`src/rtl/rv_pkg.sv`:
```
package rv_pkg;

  ////////////////////
  // widths
  ////////////////////

  // data word and instruction word
  localparam int unsigned XLEN = 32;
  localparam int unsigned ILEN = 32;
  // register index and register count
  localparam int unsigned RIDX_W = 5;
  localparam int unsigned NREG = 2 ** RIDX_W;
  // instruction fields
  localparam int unsigned OPC_W = 7;
  localparam int unsigned FN3_W = 3;

  typedef logic [XLEN-1:0] xlen_t;
  typedef logic [ILEN-1:0] inst_t;
  typedef logic [RIDX_W-1:0] reg_idx_t;
  typedef logic [FN3_W-1:0] fn3_t;

  ////////////////////
  // encodings
  ////////////////////

  // major opcodes of the kept RV32I subset
  typedef enum logic [OPC_W-1:0] {
    OP_IMM = 7'b0010011,
    OP     = 7'b0110011,
    LUI    = 7'b0110111,
    LOAD   = 7'b0000011,
    STORE  = 7'b0100011,
    BRANCH = 7'b1100011,
    JAL    = 7'b1101111
  } opc_t;

  // ALU operations
  typedef enum logic [2:0] {
    ADD,
    SUB,
    AND,
    OR,
    XOR,
    // LUI only, the U immediate goes through unchanged
    PASS_B
  } alu_op_t;

  // funct3 for arithmetic and logic
  localparam fn3_t FN3_ADD = 3'b000;
  localparam fn3_t FN3_XOR = 3'b100;
  localparam fn3_t FN3_OR  = 3'b110;
  localparam fn3_t FN3_AND = 3'b111;
  // funct3 for branches
  localparam fn3_t FN3_BEQ = 3'b000;
  localparam fn3_t FN3_BNE = 3'b001;

  ////////////////////
  // immediates
  ////////////////////

  // I-type, loads and OP_IMM
  function automatic xlen_t imm_i(inst_t ins);
    return {{(XLEN-12){ins[31]}}, ins[31:20]};
  endfunction

  // S-type, stores
  function automatic xlen_t imm_s(inst_t ins);
    return {{(XLEN-12){ins[31]}}, ins[31:25], ins[11:7]};
  endfunction

  // B-type, bit 0 always zero
  function automatic xlen_t imm_b(inst_t ins);
    return {{(XLEN-13){ins[31]}}, ins[31], ins[7], ins[30:25], ins[11:8], 1'b0};
  endfunction

  // J-type, bit 0 always zero
  function automatic xlen_t imm_j(inst_t ins);
    return {{(XLEN-21){ins[31]}}, ins[31], ins[19:12], ins[20], ins[30:21], 1'b0};
  endfunction

  // U-type, lower 12 bits cleared
  function automatic xlen_t imm_u(inst_t ins);
    return {ins[31:12], 12'b0};
  endfunction

endpackage

```
`src/rtl/rv_gpr.sv`:
```
module rv_gpr (
  input  logic             clk,
  input  logic             rst,
  // read ports
  input  rv_pkg::reg_idx_t rs1_adr,
  input  rv_pkg::reg_idx_t rs2_adr,
  output rv_pkg::xlen_t    rs1_dat,
  output rv_pkg::xlen_t    rs2_dat,
  // write port
  input  rv_pkg::reg_idx_t rd_adr,
  input  logic             rd_wen,
  input  rv_pkg::xlen_t    rd_dat
);

  // register array, entry 0 is never written
  rv_pkg::xlen_t gpr_q [rv_pkg::NREG];

  // write on the retiring edge, x0 writes dropped
  always_ff @(posedge clk, posedge rst) begin
    if (rst) begin
      for (int i = 0; i < rv_pkg::NREG; i++) begin
        gpr_q[i] <= '0;
      end
    end else if (rd_wen && (rd_adr != '0)) begin
      gpr_q[rd_adr] <= rd_dat;
    end
  end

  // combinational reads, x0 reads as zero
  assign rs1_dat = (rs1_adr == '0) ? '0 : gpr_q[rs1_adr];
  assign rs2_dat = (rs2_adr == '0) ? '0 : gpr_q[rs2_adr];

  // the core must not retire anything while held in reset
  a_no_wen_in_rst: assert property (
    @(posedge clk) rst |-> !rd_wen
  );

endmodule

```
`src/rtl/rv_alu.sv`:
```
module rv_alu (
  // operation select
  input  rv_pkg::alu_op_t op,
  // operands
  input  rv_pkg::xlen_t   a,
  input  rv_pkg::xlen_t   b,
  // result and branch compare
  output rv_pkg::xlen_t   res,
  output logic            eq
);

  ////////////////////
  // shared subtractor
  ////////////////////

  // difference, used by SUB and by the branch compare
  rv_pkg::xlen_t diff;

  assign diff = a - b;

  // operands equal when the difference is zero
  assign eq = ~|diff;

  ////////////////////
  // result mux
  ////////////////////

  always_comb begin
    case (op)
      rv_pkg::ADD: begin
        res = a + b;
      end
      rv_pkg::SUB: begin
        res = diff;
      end
      // bitwise ops
      rv_pkg::AND: begin
        res = a & b;
      end
      rv_pkg::OR: begin
        res = a | b;
      end
      rv_pkg::XOR: begin
        res = a ^ b;
      end
      // upper immediate pass
      rv_pkg::PASS_B: begin
        res = b;
      end
      default: begin
        res = '0;
      end
    endcase
  end

endmodule

```
`src/rtl/rv_lsu.sv`:
```
module rv_lsu (
  input  logic          clk,
  input  logic          rst,
  // from decode
  input  logic          run,
  input  rv_pkg::opc_t  opc,
  input  rv_pkg::xlen_t base,
  input  rv_pkg::xlen_t ofs,
  input  rv_pkg::xlen_t wdt,
  // load/store bus
  output logic          lsu_vld,
  output logic          lsu_wen,
  output rv_pkg::xlen_t lsu_adr,
  output rv_pkg::xlen_t lsu_wdt,
  input  logic          lsu_rdy,
  input  rv_pkg::xlen_t lsu_rdt,
  // back to the core
  output rv_pkg::xlen_t rdt,
  output logic          stl
);

  ////////////////////
  // request
  ////////////////////

  // only LW and SW reach the bus
  logic is_ld;
  logic is_st;

  assign is_ld = (opc == rv_pkg::LOAD);
  assign is_st = (opc == rv_pkg::STORE);

  // valid level, held until the transfer retires
  assign lsu_vld = run & (is_ld | is_st);
  assign lsu_wen = is_st;

  // own address adder, base register plus I or S offset
  assign lsu_adr = base + ofs;

  // store data straight from rs2
  assign lsu_wdt = wdt;

  ////////////////////
  // response
  ////////////////////

  // memory answers in the transfer cycle
  assign rdt = lsu_rdt;

  // waiting on the data bus
  assign stl = lsu_vld & ~lsu_rdy;

  // request must not change under back-pressure
  // relies on the core holding the instruction and the registers
  a_req_stable: assert property (
    @(posedge clk) disable iff (rst)
    (lsu_vld && !lsu_rdy) |=>
      ($stable(lsu_adr) && $stable(lsu_wen) && $stable(lsu_wdt))
  );

endmodule

```
`src/rtl/rv_core.sv`:
```
module rv_core #(
  parameter rv_pkg::xlen_t RST_ADR = '0
) (
  input  logic          clk,
  input  logic          rst,
  // instruction fetch bus
  output logic          ifu_vld,
  output rv_pkg::xlen_t ifu_adr,
  input  logic          ifu_rdy,
  input  rv_pkg::inst_t ifu_rdt,
  // load/store bus
  output logic          lsu_vld,
  output logic          lsu_wen,
  output rv_pkg::xlen_t lsu_adr,
  output rv_pkg::xlen_t lsu_wdt,
  input  logic          lsu_rdy,
  input  rv_pkg::xlen_t lsu_rdt
);

  // fetch and pc
  logic             ifu_run;
  logic             ifu_trn;
  logic             ifu_new;
  logic             ifu_tkn;
  rv_pkg::xlen_t    ifu_pc;
  rv_pkg::xlen_t    ifu_pcn;
  rv_pkg::xlen_t    ifu_pci;
  rv_pkg::xlen_t    ifu_pct;
  logic             stall;
  // decode
  logic             idu_vld;
  rv_pkg::inst_t    idu_ins;
  rv_pkg::inst_t    idu_ins_q;
  rv_pkg::opc_t     idu_opc;
  rv_pkg::fn3_t     idu_fn3;
  // execute
  rv_pkg::xlen_t    gpr_rs1;
  rv_pkg::xlen_t    gpr_rs2;
  rv_pkg::alu_op_t  alu_op;
  rv_pkg::xlen_t    alu_b;
  rv_pkg::xlen_t    alu_res;
  logic             alu_eq;
  rv_pkg::xlen_t    lsu_ofs;
  rv_pkg::xlen_t    lsu_dat;
  logic             lsu_stl;
  // write back
  logic             wbu_wen;
  rv_pkg::xlen_t    wbu_dat;

  ////////////////////
  // fetch
  ////////////////////

  // fetch request goes up one cycle after reset
  always_ff @(posedge clk, posedge rst) begin
    if (rst) begin
      ifu_run <= 1'b0;
    end else begin
      ifu_run <= 1'b1;
    end
  end

  assign ifu_vld = ifu_run;
  assign ifu_adr = ifu_pcn;
  assign ifu_trn = ifu_vld & ifu_rdy;

  // either bus waiting
  assign stall = (ifu_vld & ~ifu_rdy) | lsu_stl;

  // ifu_rdt is fresh only after a fetch that retired the previous instruction;
  // a fetch during a data stall refetches the same next address
  always_ff @(posedge clk, posedge rst) begin
    if (rst) begin
      idu_vld <= 1'b0;
      ifu_new <= 1'b0;
    end else begin
      idu_vld <= ifu_trn | (idu_vld & stall);
      ifu_new <= ifu_trn & ~stall;
    end
  end

  // held copy of the instruction in decode
  assign idu_ins = ifu_new ? ifu_rdt : idu_ins_q;

  always_ff @(posedge clk) begin
    idu_ins_q <= idu_ins;
  end

  ////////////////////
  // program counter
  ////////////////////

  // sequential and jump/branch targets
  assign ifu_pci = ifu_pc + 32'd4;
  assign ifu_pct = ifu_pc + ((idu_opc == rv_pkg::JAL) ? rv_pkg::imm_j(idu_ins)
                                                      : rv_pkg::imm_b(idu_ins));

  // branch condition from the ALU compare
  always_comb begin
    case (idu_fn3)
      rv_pkg::FN3_BEQ: ifu_tkn = alu_eq;
      rv_pkg::FN3_BNE: ifu_tkn = ~alu_eq;
      default:         ifu_tkn = 1'b0;
    endcase
  end

  // next pc, also the fetch address, stays put without a valid instruction
  always_comb begin
    if (!idu_vld) begin
      ifu_pcn = ifu_pc;
    end else if ((idu_opc == rv_pkg::JAL) || ((idu_opc == rv_pkg::BRANCH) && ifu_tkn)) begin
      ifu_pcn = ifu_pct;
    end else begin
      ifu_pcn = ifu_pci;
    end
  end

  always_ff @(posedge clk, posedge rst) begin
    if (rst) begin
      ifu_pc <= RST_ADR;
    end else if (idu_vld && !stall) begin
      ifu_pc <= ifu_pcn;
    end
  end

  a_pc_aligned: assert property (
    @(posedge clk) disable iff (rst) ifu_pc[1:0] == 2'b00
  );

  ////////////////////
  // decode
  ////////////////////

  // unknown opcodes fall to the defaults and act as no-ops
  assign idu_opc = rv_pkg::opc_t'(idu_ins[rv_pkg::OPC_W-1:0]);
  assign idu_fn3 = idu_ins[14:12];

  // ALU operation and second operand
  always_comb begin
    alu_op = rv_pkg::ADD;
    alu_b  = gpr_rs2;
    case (idu_opc)
      rv_pkg::OP_IMM, rv_pkg::OP: begin
        if (idu_opc == rv_pkg::OP_IMM) begin
          alu_b = rv_pkg::imm_i(idu_ins);
        end
        case (idu_fn3)
          rv_pkg::FN3_XOR: alu_op = rv_pkg::XOR;
          rv_pkg::FN3_OR:  alu_op = rv_pkg::OR;
          rv_pkg::FN3_AND: alu_op = rv_pkg::AND;
          // SUB only for register-register with bit 30 set
          rv_pkg::FN3_ADD: begin
            alu_op = ((idu_opc == rv_pkg::OP) && idu_ins[30]) ? rv_pkg::SUB : rv_pkg::ADD;
          end
          default: alu_op = rv_pkg::ADD;
        endcase
      end
      rv_pkg::LUI: begin
        alu_op = rv_pkg::PASS_B;
        alu_b  = rv_pkg::imm_u(idu_ins);
      end
      // compare rs1 against rs2
      rv_pkg::BRANCH: alu_op = rv_pkg::SUB;
      default: alu_op = rv_pkg::ADD;
    endcase
  end

  // load/store offset
  assign lsu_ofs = (idu_opc == rv_pkg::STORE) ? rv_pkg::imm_s(idu_ins)
                                              : rv_pkg::imm_i(idu_ins);

  ////////////////////
  // execute
  ////////////////////

  rv_gpr gpr_i (
    .clk     (clk),
    .rst     (rst),
    .rs1_adr (idu_ins[19:15]),
    .rs2_adr (idu_ins[24:20]),
    .rs1_dat (gpr_rs1),
    .rs2_dat (gpr_rs2),
    .rd_adr  (idu_ins[11:7]),
    .rd_wen  (wbu_wen),
    .rd_dat  (wbu_dat)
  );

  rv_alu alu_i (
    .op  (alu_op),
    .a   (gpr_rs1),
    .b   (alu_b),
    .res (alu_res),
    .eq  (alu_eq)
  );

  // data access waits for fetch ready, so each data transfer retires
  rv_lsu lsu_i (
    .clk     (clk),
    .rst     (rst),
    .run     (idu_vld & ifu_rdy),
    .opc     (idu_opc),
    .base    (gpr_rs1),
    .ofs     (lsu_ofs),
    .wdt     (gpr_rs2),
    .lsu_vld (lsu_vld),
    .lsu_wen (lsu_wen),
    .lsu_adr (lsu_adr),
    .lsu_wdt (lsu_wdt),
    .lsu_rdy (lsu_rdy),
    .lsu_rdt (lsu_rdt),
    .rdt     (lsu_dat),
    .stl     (lsu_stl)
  );

  ////////////////////
  // write back
  ////////////////////

  // LUI takes the U immediate through the ALU pass path
  always_comb begin
    wbu_wen = idu_vld & ~stall;
    case (idu_opc)
      rv_pkg::OP_IMM, rv_pkg::OP, rv_pkg::LUI: wbu_dat = alu_res;
      rv_pkg::LOAD:                            wbu_dat = lsu_dat;
      // link address
      rv_pkg::JAL:                             wbu_dat = ifu_pci;
      default: begin
        wbu_dat = '0;
        wbu_wen = 1'b0;
      end
    endcase
  end

endmodule

```
`config.mk`:
```
export PLATFORM = sky130hd
export DESIGN_NAME = rv_core
export DESIGN_NICKNAME = d
export VERILOG_FILES = /design/src/rtl/rv_pkg.sv /design/src/rtl/rv_gpr.sv /design/src/rtl/rv_alu.sv /design/src/rtl/rv_lsu.sv /design/src/rtl/rv_core.sv
export SDC_FILE = /design/constraint.sdc
export NUM_CORES = 2
export LEC_CHECK = 0
export BUFFER_PORTS_ARGS = -buffer_cell sky130_fd_sc_hd__buf_2
export CAP_MARGIN = 20
export CORE_MARGIN = 2
export CORE_UTILIZATION = 41
export DETAILED_ROUTE_END_ITERATION = 16
export MAX_ROUTING_LAYER = met4
export PLACE_DENSITY = 0.68
export SYNTH_ARGS = -nofsm -noshare
export SYNTH_HDL_FRONTEND = slang
export SYNTH_SLANG_ARGS = --single-unit
```
`constraint.sdc`:
```
create_clock -name clk -period 38.2 [get_ports clk]
set_clock_uncertainty 0.1 [all_clocks]
set_input_delay 5.73 -clock clk [delete_from_list [all_inputs] [get_ports clk]]
set_output_delay 5.73 -clock clk [all_outputs]
set_load 0.01 [all_outputs]
```
======== After elaboration in Yosys (flattened, before gate mapping) ========
Index checks and enable logic that the tools add are counted.
operators by class
  mux-type cells .......................... 25
  eq/ne operators ......................... 16
  add/sub/neg operators ................... 5
  reduce and logical (&&, ||, !) cells .... 17
  bitwise gates (word level) .............. 20
  order comparisons ....................... 4
operators by type and width
  cell                   number
  $bwmux 1024            1
  $mux 32                11
  $bmux 32 s5            2
  $pmux 32 s6            1
  $demux 32 s5           1
  $add 32x32->32         3
  $pmux 32 s3            1
  $pmux 32 s2            1
  $add 32x3->32 const B  1
  $and 32x32->32         1
  $or 32x32->32          1
  $reduce_or 32->1       1
  $sub 32x32->32         1
  $xor 32x32->32         1
  $eq 7x6->1 const B     3
  $mux 20                1
  $ge 6x6->1 const B     3
  $not 5->6              3
  $eq 3x3->1 const B     5
  $eq 7x7->1 const B     2
  $pmux 3 s4             1
  $logic_not 5->1        2
  $pmux 3 s3             1
  $and 1x1->1            8
  other kinds (18)       31
storage, ports and cells
  bits in registers ....................... 1091

======== Longest topological paths before layout ========
  depth in word-level cells ............... 16
  mapped depth ............................ 34
  mapped depth without buffers ............ 29

======== Hierarchy ========
Synthesis repeated with hierarchy kept, for this count alone.
second synthesis, totals
  cell total of the unflattened synthesis .. 5746
  area total of the unflattened synthesis .. 69098.8 um^2
by module, submodules not included
  module   sequential area each (um^2)  cells each  times used  area each (um^2)
  rv_gpr   25624.6                      3709        1           54382.2
  rv_core  1491.4                       854         1           6608.8
  rv_alu   0.0                          878         1           5850.6
  rv_lsu   0.0                          305         1           2257.2

======== Worst setup path before layout ========
No wires, ideal clock.
  kind .................................... input-to-output
  start point ............................. in ifu_rdt[15]
  end point ............................... out ifu_adr[2]
  required time ........................... 32.370 ns
  path slack .............................. 19.662 ns
  cell stages on the path ................. 27
  arrival ................................. 12.708 ns
  cell sequence ........................... mux2i_2 buf_4 buf_1 clkbuf_1 buf_1 mux4_2 o22ai_1 a311oi_1 o21ai_0 inv_1 ha_1 o21ba_2 o21bai_1 a21oi_1 o21bai_1 a221oi_1 nor4_1 a21oi_2 o21ai_1 a311oi_1 xor2_1 and4b_1 nand4_1 xnor2_2 o21ai_1 clkbuf_1 o311ai_0
between the ends
  cells in the longest elaborated chain, start to end .. 14
  elaborated cells between the ends (all ways) .. 16
RTL lines
  item                                        line            RTL
  from (decl)                                 rv_core.sv:10   input rv_pkg::inst_t ifu_rdt,
  $mux 32 *                                   rv_core.sv:83   assign idu_ins = ifu_new ? ifu_rdt : idu_ins_q;
  $not 5->6 (implied by the code)             rv_gpr.sv:30    assign rs1_dat = (rs1_adr == '0) ? '0 : gpr_q[rs1_adr];
  $bmux 32 s5                                 rv_gpr.sv:30
  $mux 32 (implied by the code) (2 in a row)  rv_gpr.sv:30
  $mux 32                                     rv_gpr.sv:30
  $sub 32x32->32 *                            rv_alu.sv:19    assign diff = a - b;
  $reduce_or 32->1 *                          rv_alu.sv:22    assign eq = ~|diff;
  $logic_not 1->1                             rv_alu.sv:22
  $pmux 1 s2 *                                rv_core.sv:100  case (idu_fn3)
  $logic_and 1x1->1 *                         rv_core.sv:111  end else if ((idu_opc == rv_pkg::JAL) || ((idu_opc == rv_pkg::BRANCH) && ifu_tkn)) begin
  $logic_or 1x1->1 *                          rv_core.sv:111
  $mux 32 *                                   rv_core.sv:111
  $mux 32 *                                   rv_core.sv:109  if (!idu_vld) begin
  to (decl)                                   rv_core.sv:8    output rv_pkg::xlen_t ifu_adr,
Every way passes the cells marked *; elsewhere a longest branch is shown, timed or not. The select of a mux whose other input is x is not followed.

======== Final worst setup path ========
  start point ............................. in ifu_rdt[16]
  end point ............................... out ifu_adr[18]
between the ends
  cells in the longest elaborated chain, start to end .. 14
  elaborated cells between the ends (all ways) .. 18
RTL lines
  item                                        line
  $mux 32 *                                   rv_core.sv:83
  $not 5->6 (implied by the code)             rv_gpr.sv:30
  $bmux 32 s5                                 rv_gpr.sv:30
  $mux 32 (implied by the code) (2 in a row)  rv_gpr.sv:30
  $mux 32                                     rv_gpr.sv:30
  $sub 32x32->32                              rv_alu.sv:19
  $reduce_or 32->1                            rv_alu.sv:22
  $logic_not 1->1                             rv_alu.sv:22
  $pmux 1 s2                                  rv_core.sv:100
  $logic_and 1x1->1                           rv_core.sv:111
  $logic_or 1x1->1                            rv_core.sv:111
  $mux 32 *                                   rv_core.sv:111
  $mux 32 *                                   rv_core.sv:109
Marked as above.

==> impl_metrics.json <==
{
  "fin_crit_ns": 21.37,
  "worst-endpoint-required_ns": 32.37,
  "dp_hpwl_um": 171000,
  "pin_count": 167,
  "grt_overflow": 0,
  "cts.sinks": 1090,
  "post_cts_buffers": 0,
  "hold_buffers": 0,
  "irDropWorstVdd_v": 0.0000421,
  "syn_avg_cell_area_um2": 8.35,
  "final_cell_mix": "1550 x nand2_1, 1056 x dfrtp_1, 959 x a21oi_1",
  "worstMarginPinSlew_ns": 1.35,
  "start_kind": "input pin",
  "syn_area_mm2": 0.0668,
  "slew_viol_final": 0,
  "fin_crit_sh": 0.559,
  "final_common_cell": "nand2_1",
  "power.density_mw_per_mm2": 53.8,
  "drcViolationCount": 0,
  "die_h_um": 408,
  "routabilityCongestion": 0.992,
  "dr.pass1.iters": 8,
  "dieArea_mm2": 0.166,
  "cts_tree": "done",
  "synth_cell_types": 92,
  "crit_path_end_kind": "primary output",
  "cts_buffers": 117,
  "gr-usage-all-layers": 0.333,
  "path_class": "input pin to primary output",
  "wire_per_inst_um": 27.6,
  "clock_path_buffers": 3,
  "vias": 64100,
  "synth.area.top_cells": "dfrtp_1 40%, nand2_1 8.8%, mux4_2 8.6%, a21oi_1 7.2%, nor2_1 5.2%",
  "relSlewSlack": 0.102,
  "power_mw": 3.98,
  "hold_viol": 0,
  "utilization": 0.456,
  "fp.dieW_um": 408,
  "rows": 148,
  "routed_wirelength_um": 276000,
  "antenna_found_initial": 13,
  "p_sw_frac": 0.397,
  "cap_violations": 0,
  "grt_pass1_wl_um": 405000,
  "synth-main-ff-cell": "dfrtp_1",
  "detail_route.vias_per_cell": 6.41,
  "seq_area_frac_synth": 0.406,
  "initial_core_util": 0.412,
  "syn-num-nets": 8225,
  "setup_viol": 0,
  "antenna_left": 0,
  "tns_ns": 0,
  "io_buffers": 165,
  "comb_power_share": 0.370,
  "synth-async-reset-ratio": 0.971,
  "power.switching_mw": 1.58,
  "clock_power_share": 0.312,
  "status": "complete, no violations",
  "final_net_count": 7931,
  "synth_edf_count": 0,
  "ys_warn_count": 0,
  "post_cts_resized": 0,
  "rsz0062_at_grt": "false",
  "drt_iter0_markers": 9351,
  "yosysTopAreaCell": "dfrtp_1",
  "htreeDepth": 3,
  "root_buffer": "clkbuf_16",
  "clk_latency_ns": 0.80,
  "power.leakage_nw": 31.1,
  "max_freq_mhz": 46.8,
  "syn_inst": 7997,
  "cp.arrival_ns": 15.54,
  "hold_class": "register to register",
  "syn_to_final_growth_pct": 10.7,
  "power.share.sequential": 0.317,
  "clk_pin_slew_worst_paths_ns": 0.06,
  "worstPathMaxFanout": 74,
  "coreArea_mm2": 0.162,
  "grt_pass1_vias": 60100,
  "p_int_mw": 2.40,
  "drive_above_1_share": 0.119,
  "grt_max_degree": 159,
  "ys_ff_latch": 1090,
  "yosysTopAreaCellShare": 0.396
}
cells by family after synthesis:
logic type / after synthesis / synth area share
compound gates: 2090 / 0.193
xor+xnor: 113 / 0.0149
fa+ha+maj: 160 / 0.0304
buf+inv: 918 / 0.0525
flops: 1090 / 0.406
mux: 306 / 0.0945
other cells: 2 / 0.000112
simple gates: 3318 / 0.209
cell usage after synthesis, types with 26 or more instances:
cell type     n
o22a_1       32
xnor2_1      92
dfrtp_1    1058
ha_1        156
nor3_1       51
o211ai_1     75
o21a_1       30
nand3_1     477
nand2b_1     47
clkbuf_1    623
mux2i_1      31
a311oi_1    197
buf_1       105
a21o_1       26
inv_1       161
o221ai_1     29
o22ai_1      73
nor2b_1      29
mux4_2      255
o21ai_0     360
and3_1       80
a21oi_1     963
a31oi_1      48
dfxtp_1      32
nor4_1       47
o21bai_1     31
nor2_1      924
nand2_1    1558
layer usage:
layer  track usage  wire, um  vias to the layer above
met4         0.156     14700                        0
met1         0.441    108000                    31400
li1              -         -                    27700
met3        0.0848     34800                      837
met5             -         0                        -
met2         0.476    118000                     4216
metrics by stage:
step	setup slack (ns)	hold slack, ns	instances	area, um2
floorplan	2.59	0.345	7997	66800
global placement	17.35	0.281	9755	69600
detailed placement	17.23	0.284	9755	69600
CTS	17.21	0.299	9976	73800
global route	16.52	0.313	9997	73900
finish	16.83	0.296	10000	73900
power groups by stage:
stage / sequential [mW] / combinational, mW / clock, mW
floorplan: 1.27 / 0.907 / 0
global placement: 1.28 / 1.42 / 0
detailed placement: 1.28 / 1.42 / 0
CTS: 1.26 / 1.43 / 1.25
global route: 1.27 / 1.55 / 1.30
finish: 1.26 / 1.47 / 1.24
worst paths after layout:
| path | start | end | slack [ns] | cells past startpoint |
|---|---|---|---|---|
| worst max-delay path | ifu_rdt[16] | ifu_adr[18] | 16.83 | 27 |
| worst min-delay path | gpr_i.gpr_q[1006] | gpr_i.gpr_q[1006] | 0.30 | 0 |
| worst max register to register | ifu_new | ifu_pc[18] | 27.55 | 25 |
| worst min register to register | gpr_i.gpr_q[1006] | gpr_i.gpr_q[1006] | 0.30 | 0 |
| max in group asynchronous | rst | gpr_i.gpr_q[236] | 28.20 | 7 |
| min in group asynchronous | rst | gpr_i.gpr_q[435] | 5.00 | 2 |
worst max-delay path, cell delays in order:
cell,delay (ns)
buf_2,0.12
mux2i_4,0.13
buf_4,0.45
buf_4,0.73
buf_12,0.52
buf_4,0.55
mux4_2,0.40
o22ai_1,0.22
a311oi_1,0.13
o21ai_0,0.87
inv_1,0.22
ha_1,0.57
nor4_1,0.71
nand4_1,0.35
o211ai_1,0.26
a31o_2,0.17
a221oi_1,0.08
o31a_1,0.26
o41ai_2,0.07
xnor2_1,0.19
nor2_1,0.11
nor4b_2,0.25
nand4b_1,0.30
mux2_4,0.79
nor2_2,0.32
o311ai_0,0.62
buf_2,0.24
state kept, by name, indices dropped and copies added, names as in the netlist:
register,count
gpr_i.gpr_q,1024
idu_ins_q,32
ifu_pc,31
idu_vld,1
ifu_new,1
ifu_vld,1
layout make-up:
class / count / area (um2)
clock buffers: 178 / 3570
flip-flops and latches: 1090 / 27100
repair buffers: 338 / 2320
fillers: 15500 / 88300
inverters: 167 / 653
diodes: 20 / 50.0
multi-input cells: 5989 / 36900
well taps: 2175 / 2720
clock inverters: 43 / 617
No activity file was read; power rests on OpenSTA's default activity.
